==> src/common/decode_cfg.svh <==
`ifndef DECODE_CFG_SVH
`define DECODE_CFG_SVH

// instruction byte
`define INST_W      8

// register file select
`define REG_SEL_W   2

// branch and data memory address
`define ADDR_W      11

// address bits carried in the first byte
`define ADDR_HI_W   3

// bcnz and bcz both clear
`define CR_RESET    2'b00

`endif

==> src/common/isa_pkg.sv <==
package isa_pkg;

    // bits 7..5 of a first byte
    typedef enum logic [2:0] {
        OP_CTRL = 3'd0,
        OP_ADD  = 3'd1,
        OP_SUB  = 3'd2,
        OP_AND  = 3'd3,
        OP_OR   = 3'd4,
        OP_XOR  = 3'd5,
        OP_LD   = 3'd6,
        OP_ST   = 3'd7
    } base_op_e;

    // bits 4..3 under OP_CTRL
    typedef enum logic [1:0] {
        SUB_MISC = 2'd0,
        SUB_USR  = 2'd1,   // not implemented
        SUB_JMP  = 2'd2,
        SUB_CALL = 2'd3
    } ctrl_subop_e;

    // bits 2..0 under SUB_MISC where code 7 is undefined
    typedef enum logic [2:0] {
        MISC_NOP      = 3'd0,
        MISC_RET      = 3'd1,
        MISC_HALT     = 3'd2,
        MISC_RST      = 3'd3,
        MISC_SET_BCZ  = 3'd4,
        MISC_SET_BCNZ = 3'd5,
        MISC_CLR_BC   = 3'd6
    } misc_op_e;

    // command to the execute stage
    typedef enum logic [3:0] {
        EXEC_NOP      = 4'd0,
        EXEC_IDLE     = 4'd1,
        EXEC_ALU_ADD  = 4'd2,
        EXEC_ALU_SUB  = 4'd3,
        EXEC_ALU_AND  = 4'd4,
        EXEC_ALU_OR   = 4'd5,
        EXEC_ALU_XOR  = 4'd6,
        EXEC_MEM_RD   = 4'd7,
        EXEC_MEM_WR   = 4'd8,
        EXEC_CPU_JMP  = 4'd9,
        EXEC_CPU_CALL = 4'd10,
        EXEC_CPU_RET  = 4'd11
    } exec_op_e;

endpackage

==> src/common/decode_pkg.sv <==
`include "decode_cfg.svh"

package decode_pkg;

    typedef enum logic [1:0] {
        CU_NONE     = 2'd0,
        CU_SET_BCZ  = 2'd1,
        CU_SET_BCNZ = 2'd2,
        CU_CLEAR    = 2'd3
    } cond_update_e;

    typedef struct packed {
        logic [2:0] reserved;
        logic       trap;
        logic       z;
        logic       nz;
        logic       stack_ovf;
        logic       ovf;
    } status_reg_t;

    // branch condition bits of the control register
    typedef struct packed {
        logic bcnz;
        logic bcz;
    } ctrl_reg_t;

    typedef struct packed {
        isa_pkg::exec_op_e     op;
        logic [`REG_SEL_W-1:0] src0_sel;
        logic                  src0_rd_en;
        logic [`REG_SEL_W-1:0] src1_sel;
        logic                  src1_rd_en;
        logic [`REG_SEL_W-1:0] dst_sel;
        logic                  needs_operand;  // second byte follows
        logic                  is_jump;
        logic                  is_call;
        logic [`ADDR_HI_W-1:0] addr_hi;
        logic                  halt;
        logic                  soft_rst;
        logic                  ret;
        cond_update_e          cond_update;
        logic                  illegal;
    } decoded_inst_t;

    typedef struct packed {
        isa_pkg::exec_op_e     op;
        logic [`REG_SEL_W-1:0] src0_sel;
        logic                  src0_rd_en;
        logic [`REG_SEL_W-1:0] src1_sel;
        logic                  src1_rd_en;
        logic [`REG_SEL_W-1:0] dst_sel;
        logic [`INST_W-1:0]    imm_val;
        logic                  imm_valid;
        logic [`ADDR_W-1:0]    addr;
        logic                  exec_en;
    } exec_cmd_t;

    typedef struct packed {
        logic call;
        logic branch;
        logic ret;
        logic soft_rst;
        logic halted;
        logic exec_en;
        logic fetch_en;
    } cpu_ctrl_cmd_t;

endpackage

==> src/decode/opcode_decoder.sv <==
`timescale 1ns/10ps

`include "decode_cfg.svh"

module opcode_decoder (
    input  logic [`INST_W-1:0]        inst,
    output decode_pkg::decoded_inst_t decoded
);

    isa_pkg::base_op_e     base_op;
    isa_pkg::ctrl_subop_e  subop;
    isa_pkg::misc_op_e     misc_op;
    isa_pkg::exec_op_e     alu_op;
    logic                  imm;
    logic [`REG_SEL_W-1:0] reg_a;
    logic [`REG_SEL_W-1:0] reg_b;
    logic [`REG_SEL_W-1:0] ls_reg;

    assign base_op = isa_pkg::base_op_e'(inst[7:5]);
    assign subop   = isa_pkg::ctrl_subop_e'(inst[4:3]);
    assign misc_op = isa_pkg::misc_op_e'(inst[2:0]);
    assign imm     = inst[4];      // alu immediate form
    assign reg_a   = inst[3:2];
    assign reg_b   = inst[1:0];
    assign ls_reg  = inst[4:3];    // ld/st register

    always_comb begin
        case (base_op)
            isa_pkg::OP_ADD: alu_op = isa_pkg::EXEC_ALU_ADD;
            isa_pkg::OP_SUB: alu_op = isa_pkg::EXEC_ALU_SUB;
            isa_pkg::OP_AND: alu_op = isa_pkg::EXEC_ALU_AND;
            isa_pkg::OP_OR:  alu_op = isa_pkg::EXEC_ALU_OR;
            isa_pkg::OP_XOR: alu_op = isa_pkg::EXEC_ALU_XOR;
            default:         alu_op = isa_pkg::EXEC_NOP;
        endcase
    end

    always_comb begin
        decoded         = '0;
        decoded.addr_hi = inst[`ADDR_HI_W-1:0];
        case (base_op)
            isa_pkg::OP_CTRL: begin
                case (subop)
                    isa_pkg::SUB_MISC: begin
                        case (misc_op)
                            isa_pkg::MISC_NOP: decoded.op = isa_pkg::EXEC_NOP;
                            isa_pkg::MISC_RET: begin
                                decoded.op  = isa_pkg::EXEC_CPU_RET;
                                decoded.ret = 1'b1;
                            end
                            isa_pkg::MISC_HALT: decoded.halt = 1'b1;
                            isa_pkg::MISC_RST:  decoded.soft_rst = 1'b1;
                            isa_pkg::MISC_SET_BCZ: begin
                                decoded.op          = isa_pkg::EXEC_IDLE;
                                decoded.cond_update = decode_pkg::CU_SET_BCZ;
                            end
                            isa_pkg::MISC_SET_BCNZ: begin
                                decoded.op          = isa_pkg::EXEC_IDLE;
                                decoded.cond_update = decode_pkg::CU_SET_BCNZ;
                            end
                            isa_pkg::MISC_CLR_BC: begin
                                decoded.op          = isa_pkg::EXEC_IDLE;
                                decoded.cond_update = decode_pkg::CU_CLEAR;
                            end
                            default: decoded.illegal = 1'b1;  // code 7
                        endcase
                    end
                    isa_pkg::SUB_USR: decoded.illegal = 1'b1;
                    isa_pkg::SUB_JMP: begin
                        decoded.op            = isa_pkg::EXEC_CPU_JMP;
                        decoded.is_jump       = 1'b1;
                        decoded.needs_operand = 1'b1;  // low address byte
                    end
                    default: begin
                        decoded.op            = isa_pkg::EXEC_CPU_CALL;
                        decoded.is_call       = 1'b1;
                        decoded.needs_operand = 1'b1;
                    end
                endcase
            end
            isa_pkg::OP_LD: begin
                decoded.op            = isa_pkg::EXEC_MEM_RD;
                decoded.dst_sel       = ls_reg;
                decoded.needs_operand = 1'b1;
            end
            isa_pkg::OP_ST: begin
                decoded.op            = isa_pkg::EXEC_MEM_WR;
                decoded.src0_sel      = ls_reg;
                decoded.src0_rd_en    = 1'b1;
                decoded.needs_operand = 1'b1;
            end
            default: begin
                // alu result always lands in reg_b
                decoded.op            = alu_op;
                decoded.src0_sel      = reg_a;
                decoded.src0_rd_en    = 1'b1;
                decoded.dst_sel       = reg_b;
                decoded.needs_operand = imm;
                if (!imm) begin
                    decoded.src1_sel   = reg_b;
                    decoded.src1_rd_en = 1'b1;
                end
            end
        endcase
    end

endmodule

==> src/decode/operand_sequencer.sv <==
`timescale 1ns/10ps

`include "decode_cfg.svh"

module operand_sequencer (
    input  logic                      clk,
    input  logic                      reset_,
    input  logic                      inst_valid,
    input  logic [`INST_W-1:0]        inst,
    input  decode_pkg::decoded_inst_t decoded,
    input  logic                      take_branch,
    output decode_pkg::cond_update_e  cond_update,
    output decode_pkg::exec_cmd_t     exec_cmd,
    output decode_pkg::cpu_ctrl_cmd_t ctrl_cmd,
    output logic                      illegal_inst
);

    logic                      awaiting;      // next byte is an operand
    logic                      awaiting_nxt;
    decode_pkg::decoded_inst_t saved;         // first byte of a pair
    logic                      first_byte;
    logic                      second_byte;
    logic                      saved_is_alu;
    logic                      illegal_nxt;
    decode_pkg::exec_cmd_t     exec_nxt;
    decode_pkg::cpu_ctrl_cmd_t ctrl_nxt;

    assign first_byte   = inst_valid && !awaiting;
    assign second_byte  = inst_valid && awaiting;
    assign cond_update  = first_byte ? decoded.cond_update : decode_pkg::CU_NONE;
    assign saved_is_alu = saved.op inside {isa_pkg::EXEC_ALU_ADD, isa_pkg::EXEC_ALU_SUB,
                                           isa_pkg::EXEC_ALU_AND, isa_pkg::EXEC_ALU_OR,
                                           isa_pkg::EXEC_ALU_XOR};
    assign illegal_nxt  = first_byte && decoded.illegal;

    always_comb begin
        awaiting_nxt = awaiting;
        exec_nxt     = exec_cmd;   // op, selects, imm and addr hold
        ctrl_nxt     = ctrl_cmd;

        exec_nxt.exec_en    = 1'b0;
        exec_nxt.src0_rd_en = 1'b0;
        exec_nxt.src1_rd_en = 1'b0;
        exec_nxt.imm_valid  = 1'b0;
        ctrl_nxt.call       = 1'b0;
        ctrl_nxt.branch     = 1'b0;
        ctrl_nxt.ret        = 1'b0;
        ctrl_nxt.soft_rst   = 1'b0;
        ctrl_nxt.halted     = 1'b0;
        ctrl_nxt.exec_en    = 1'b0;

        if (first_byte) begin
            awaiting_nxt        = decoded.needs_operand;
            exec_nxt.op         = decoded.op;
            exec_nxt.src0_sel   = decoded.src0_sel;
            exec_nxt.src0_rd_en = decoded.src0_rd_en;
            exec_nxt.src1_sel   = decoded.src1_sel;
            exec_nxt.src1_rd_en = decoded.src1_rd_en;
            exec_nxt.dst_sel    = decoded.dst_sel;
            exec_nxt.exec_en    = 1'b1;
            ctrl_nxt.exec_en    = 1'b1;
            ctrl_nxt.ret        = decoded.ret;
            ctrl_nxt.soft_rst   = decoded.soft_rst;
            ctrl_nxt.halted     = decoded.halt;
            if (decoded.halt || decoded.ret) begin
                ctrl_nxt.fetch_en = 1'b0;   // stall fetch
            end
        end else if (second_byte) begin
            awaiting_nxt       = 1'b0;
            exec_nxt.imm_valid = 1'b1;
            if (saved_is_alu) begin
                exec_nxt.imm_val = inst;
            end else begin
                exec_nxt.addr = {saved.addr_hi, inst};   // ld/st/jmp/call
            end
            ctrl_nxt.branch = saved.is_jump && take_branch;
            ctrl_nxt.call   = saved.is_call && take_branch;
            if (saved.is_jump || saved.is_call) begin
                ctrl_nxt.fetch_en = 1'b1;
            end
        end
    end

    always_ff @(posedge clk) begin
        if (!reset_) begin
            awaiting     <= 1'b0;
            exec_cmd     <= '0;
            ctrl_cmd     <= '{fetch_en: 1'b1, default: 1'b0};
            illegal_inst <= 1'b0;
        end else begin
            awaiting     <= awaiting_nxt;
            exec_cmd     <= exec_nxt;
            ctrl_cmd     <= ctrl_nxt;
            illegal_inst <= illegal_nxt;
        end
    end

    always_ff @(posedge clk) begin
        if (first_byte) begin
            saved <= decoded;
        end
    end

endmodule

==> src/logic/branch_condition.sv <==
`timescale 1ns/10ps

`include "decode_cfg.svh"

module branch_condition (
    input  logic                     clk,
    input  logic                     reset_,
    input  decode_pkg::cond_update_e cond_update,
    input  decode_pkg::status_reg_t  status,
    output logic                     take_branch
);

    decode_pkg::ctrl_reg_t cr;

    always_ff @(posedge clk) begin
        if (!reset_) begin
            cr <= `CR_RESET;
        end else begin
            case (cond_update)
                decode_pkg::CU_SET_BCZ: begin
                    cr.bcz  <= 1'b1;
                    cr.bcnz <= 1'b0;
                end
                decode_pkg::CU_SET_BCNZ: begin
                    cr.bcz  <= 1'b0;
                    cr.bcnz <= 1'b1;
                end
                decode_pkg::CU_CLEAR: begin
                    cr.bcz  <= 1'b0;
                    cr.bcnz <= 1'b0;
                end
                default: cr <= cr;   // no update
            endcase
        end
    end

    // unconditional when both bits clear
    assign take_branch = !(cr.bcz || cr.bcnz)
                      || (cr.bcnz && status.nz)
                      || (cr.bcz && status.z);

endmodule

==> src/logic/inst_decode.sv <==
`timescale 1ns/10ps

`include "decode_cfg.svh"

module inst_decode (
    input  logic                      clk,
    input  logic                      reset_,
    input  logic                      inst_valid,
    input  logic [`INST_W-1:0]        inst,
    input  decode_pkg::status_reg_t   status,
    output decode_pkg::exec_cmd_t     exec_cmd,
    output decode_pkg::cpu_ctrl_cmd_t ctrl_cmd,
    output logic                      illegal_inst
);

    decode_pkg::decoded_inst_t decoded;
    decode_pkg::cond_update_e  cond_update;
    logic                      take_branch;

    // first-byte decode used only while no operand is pending
    opcode_decoder u_opcode_decoder (
        .inst    (inst),
        .decoded (decoded)
    );

    operand_sequencer u_operand_sequencer (
        .clk          (clk),
        .reset_       (reset_),
        .inst_valid   (inst_valid),
        .inst         (inst),
        .decoded      (decoded),
        .take_branch  (take_branch),
        .cond_update  (cond_update),
        .exec_cmd     (exec_cmd),
        .ctrl_cmd     (ctrl_cmd),
        .illegal_inst (illegal_inst)
    );

    branch_condition u_branch_condition (
        .clk         (clk),
        .reset_      (reset_),
        .cond_update (cond_update),
        .status      (status),
        .take_branch (take_branch)
    );

endmodule

==> config.mk <==
export PLATFORM = sky130hd
export DESIGN_NAME = inst_decode
export DESIGN_NICKNAME = d
export VERILOG_FILES = /design/src/common/isa_pkg.sv /design/src/common/decode_pkg.sv /design/src/decode/opcode_decoder.sv /design/src/decode/operand_sequencer.sv /design/src/logic/branch_condition.sv /design/src/logic/inst_decode.sv
export VERILOG_INCLUDE_DIRS = /design/src /design/src/common
export SDC_FILE = /design/constraint.sdc
export NUM_CORES = 1
export LEC_CHECK = 0
export ABC_CLOCK_PERIOD_IN_PS = 1800
export BUFFER_PORTS_ARGS = -buffer_cell sky130_fd_sc_hd__buf_2
export CELL_PAD_IN_SITES_DETAIL_PLACEMENT = 1
export CELL_PAD_IN_SITES_GLOBAL_PLACEMENT = 1
export CORE_MARGIN = 3
export CORE_UTILIZATION = 39
export DETAILED_ROUTE_END_ITERATION = 16
export PLACE_DENSITY = 0.86
export SKIP_CTS_REPAIR_TIMING = 1
export SLEW_MARGIN = 40
export SYNTH_ARGS = -nofsm -noshare
export SYNTH_HDL_FRONTEND = slang
export SYNTH_SLANG_ARGS = --single-unit
==> constraint.sdc <==
create_clock -name clk -period 1.8 [get_ports clk]
set_clock_uncertainty 0.05 [all_clocks]
set_input_delay 0.36 -clock clk [delete_from_list [all_inputs] [get_ports clk]]
set_output_delay 0.36 -clock clk [all_outputs]
set_load 0.01 [all_outputs]
==> summary.md <==
| Metric | Value |
|---|---|
| #FFs+latches synth | 52 |
| Largest net degree at the start of global routing | 41 |
| Via count | 1,833 |
| Core ar. | 5240 µm² |
| Residual DRC | 0 |
| Async SR Flop Fraction | 0 |
| Fin nets | 296 |
| IO Pins | 60 |
| Status | completed |
| Initial antenna violation count | 0 |
| Number of global-route vias before repair | 1,906 |
| Synth cell types | 47 |
| Drt via density | 5.27 |
| Most frequent cells in the layout | 53 x buf_2, 43 x dfxtp_1, 41 x nand2_1 |
| Setup crit end kind | register |
| Share of cells above drive strength 1 | 0.284 |
| Die width | 80.7 µm |
| Antenna diodes | 0 |
| Critical path's slowest cell | or4_4 |
| Part of the Yosys area used for sequential elements | 0.520 |
| CP startpoint kind | primary input |
| First-pass GRT wire length | 9470 µm |
| Cell Area, Synth | 2170 µm² |
| Crit path cell chain | buf_2 -> or3_4 -> or4_4 -> o32a_1 |
| Max_cap viols | 0 |
| WL final | 5740 µm |
| Worst slew pin tran | 0.488 ns |
| Final Cycle Share | 0.794 |
| Root Driver | clkbuf_8 |
| Required @ worst endpoint | 1.96 ns |
| Power per cell area | 946 nW/µm² |
| Buf/Inv on CP | 1 |
| Final min period | 1.43 ns |
| Hold Vio Cnt, Final | 0 |
| Leading cell type in the layout, fill and taps excluded | buf_2 |
| Post-synth EDFFs | 9 |
| Final setup fails | 0 |
| Synth area leaders | dfxtp_1 40%, edfxtp_1 12%, mux2i_1 8.8% |
| DP HPWL | 4140 µm |
| Overflow left after global routing | 0 |
| Wire per inst | 16.5 µm |
| TritonCTS buffer count | 5 |
| ANT nets after route | 0 |
| CP Max Fanout | 4 |
| CP top delay family | simple AND/OR/NAND/NOR gates |
| Slew HR | 0.674 |
| Avg Cell Area, Syn | 9.75 µm² |
| CTS tree | done |
| Setup CP Type | primary input to register |
| Share of the synthesized area in the top cell type | 0.396 |
| Post-Route Setup TNS | 0 ns |
| Clk Latency, worst-skew pair | 0.31 ns |
| Port bufs | 53 |
| Leakage Power | 1.21 nW |
| Worst min path class | primary input to register |
| CTS max path bufs | 2 |
| Worst endpoint data arrival time | 1.58 ns |
| Count of final max-slew check failures | 0 |
| Clk slew on worst S/H paths | 0.09 ns |
| Area Overhead vs Synth | 24.4% |
| Ys flop type | dfxtp_1 |
| Mapped Cells | 223 |
| Design Power | 2.56 mW |
| Final GP Congestion | 0.784 |
| Total GRT Usage | 0.194 |
| Clock Sinks | 52 |
| Post-synth top area cell | dfxtp_1 |
| Number of DRC markers after the initial detailed-route iteration | 132 |
| Ys Warns | 0 |
| Die ar. | 6500 µm² |
| Die Ht | 80.7 µm |
| Post-Syn Nets | 242 |
| Unrepaired setup endpoints after global routing | false |
| Starting Density | 0.415 |
| Max incr delay on CP | 0.56 ns |
| Row Count | 26 |
| Fmax | 0.700 GHz |
| CTS H-Tree Depth | 2 |
| Drt first pass iters | 4 |
| Peak supply drop | 0.000458 V |
final cells by class:
type | instances | area [µm²]
Sequential cell | 52 | 1130
Tap cell | 70 | 87.6
Clock inverter | 2 | 60.1
Fill cell | 619 | 2530
Clock buffer | 6 | 93.8
Multi-Input combinational cell | 149 | 947
Timing Repair Buffer | 65 | 368
Inverter | 4 | 15.0
Yosys cell counts (2+ instances only):
cell type / instances
nor4b_1: 3
o21ai_0: 7
nor3_2: 2
nand2_1: 41
nor4_1: 2
a211oi_1: 2
mux2i_1: 19
a31oi_1: 2
and3_1: 7
a41o_1: 2
a311o_1: 2
inv_1: 4
nand4_1: 2
dfxtp_1: 43
nor2_1: 10
clkbuf_1: 14
nand2b_1: 7
edfxtp_1: 9
o21bai_1: 2
and2_1: 3
nand3b_1: 3
o2bb2ai_1: 2
a21oi_1: 7
nor3_1: 3
xor2_1: 3
flip-flops by register name (all words and copies together) (netlist names):
register                          cells
u_operand_sequencer.illegal_inst      1
u_operand_sequencer.awaiting          1
u_branch_condition.cr                 2
u_operand_sequencer.exec_cmd         33
u_operand_sequencer.ctrl_cmd          6
u_operand_sequencer.saved             9
per-stage QoR:
| stage | std cells | setup slack, ns | hold slack (ns) | instance area (µm²) | util |
|---|---|---|---|---|---|
| floorplan | 223 | 0.0871 | 0.399 | 2170 | - |
| global placement | 340 | 0.0591 | 0.392 | 2550 | 0.487 |
| detailed placement | 340 | 0.0417 | 0.404 | 2550 | 0.487 |
| CTS | 348 | 0.363 | 0.330 | 2700 | 0.516 |
| global route | 348 | 0.280 | 0.325 | 2700 | 0.516 |
| finish | 348 | 0.371 | 0.322 | 2700 | 0.516 |
final timing paths:
| path | from | endpoint | slack, ns | cells past startpoint |
|---|---|---|---|---|
| max | inst[5] | u_operand_sequencer.ctrl_cmd[0]$_SDFFE_PN1P_ | 0.37 | 4 |
| min | reset_ | u_operand_sequencer.awaiting$_SDFFE_PN0P_ | 0.32 | 2 |
| max reg2reg | u_operand_sequencer.saved[22]$_DFFE_PP_ | u_operand_sequencer.exec_cmd[6]$_SDFFE_PN0P_ | 0.37 | 3 |
| min reg2reg | u_operand_sequencer.exec_cmd[8]$_SDFFE_PN0P_ | u_operand_sequencer.exec_cmd[8]$_SDFFE_PN0P_ | 0.42 | 2 |
report_power, final:
group | internal [mW] | switching (mW) | total (mW)
registers | 1.23 | 0.0196 | 1.25
logic | 0.106 | 0.168 | 0.274
clock network | 0.639 | 0.394 | 1.03
logic make-up after synthesis:
group,share of synthesized area
simple gates,0.221
xor+xnor,0.0161
mux,0.0875
flops,0.520
buf+inv,0.0437
compound gates,0.111
layer usage:
layer | global-route usage | wire [µm] | up-vias
li1 | - | - | 886
met1 | 0.232 | 2460 | 894
met2 | 0.334 | 2940 | 42
met3 | 0.0504 | 231 | 11
met4 | 0.0676 | 111 | 0
met5 | 0 | 0 | -
Power figures use the tool's default switching activity.
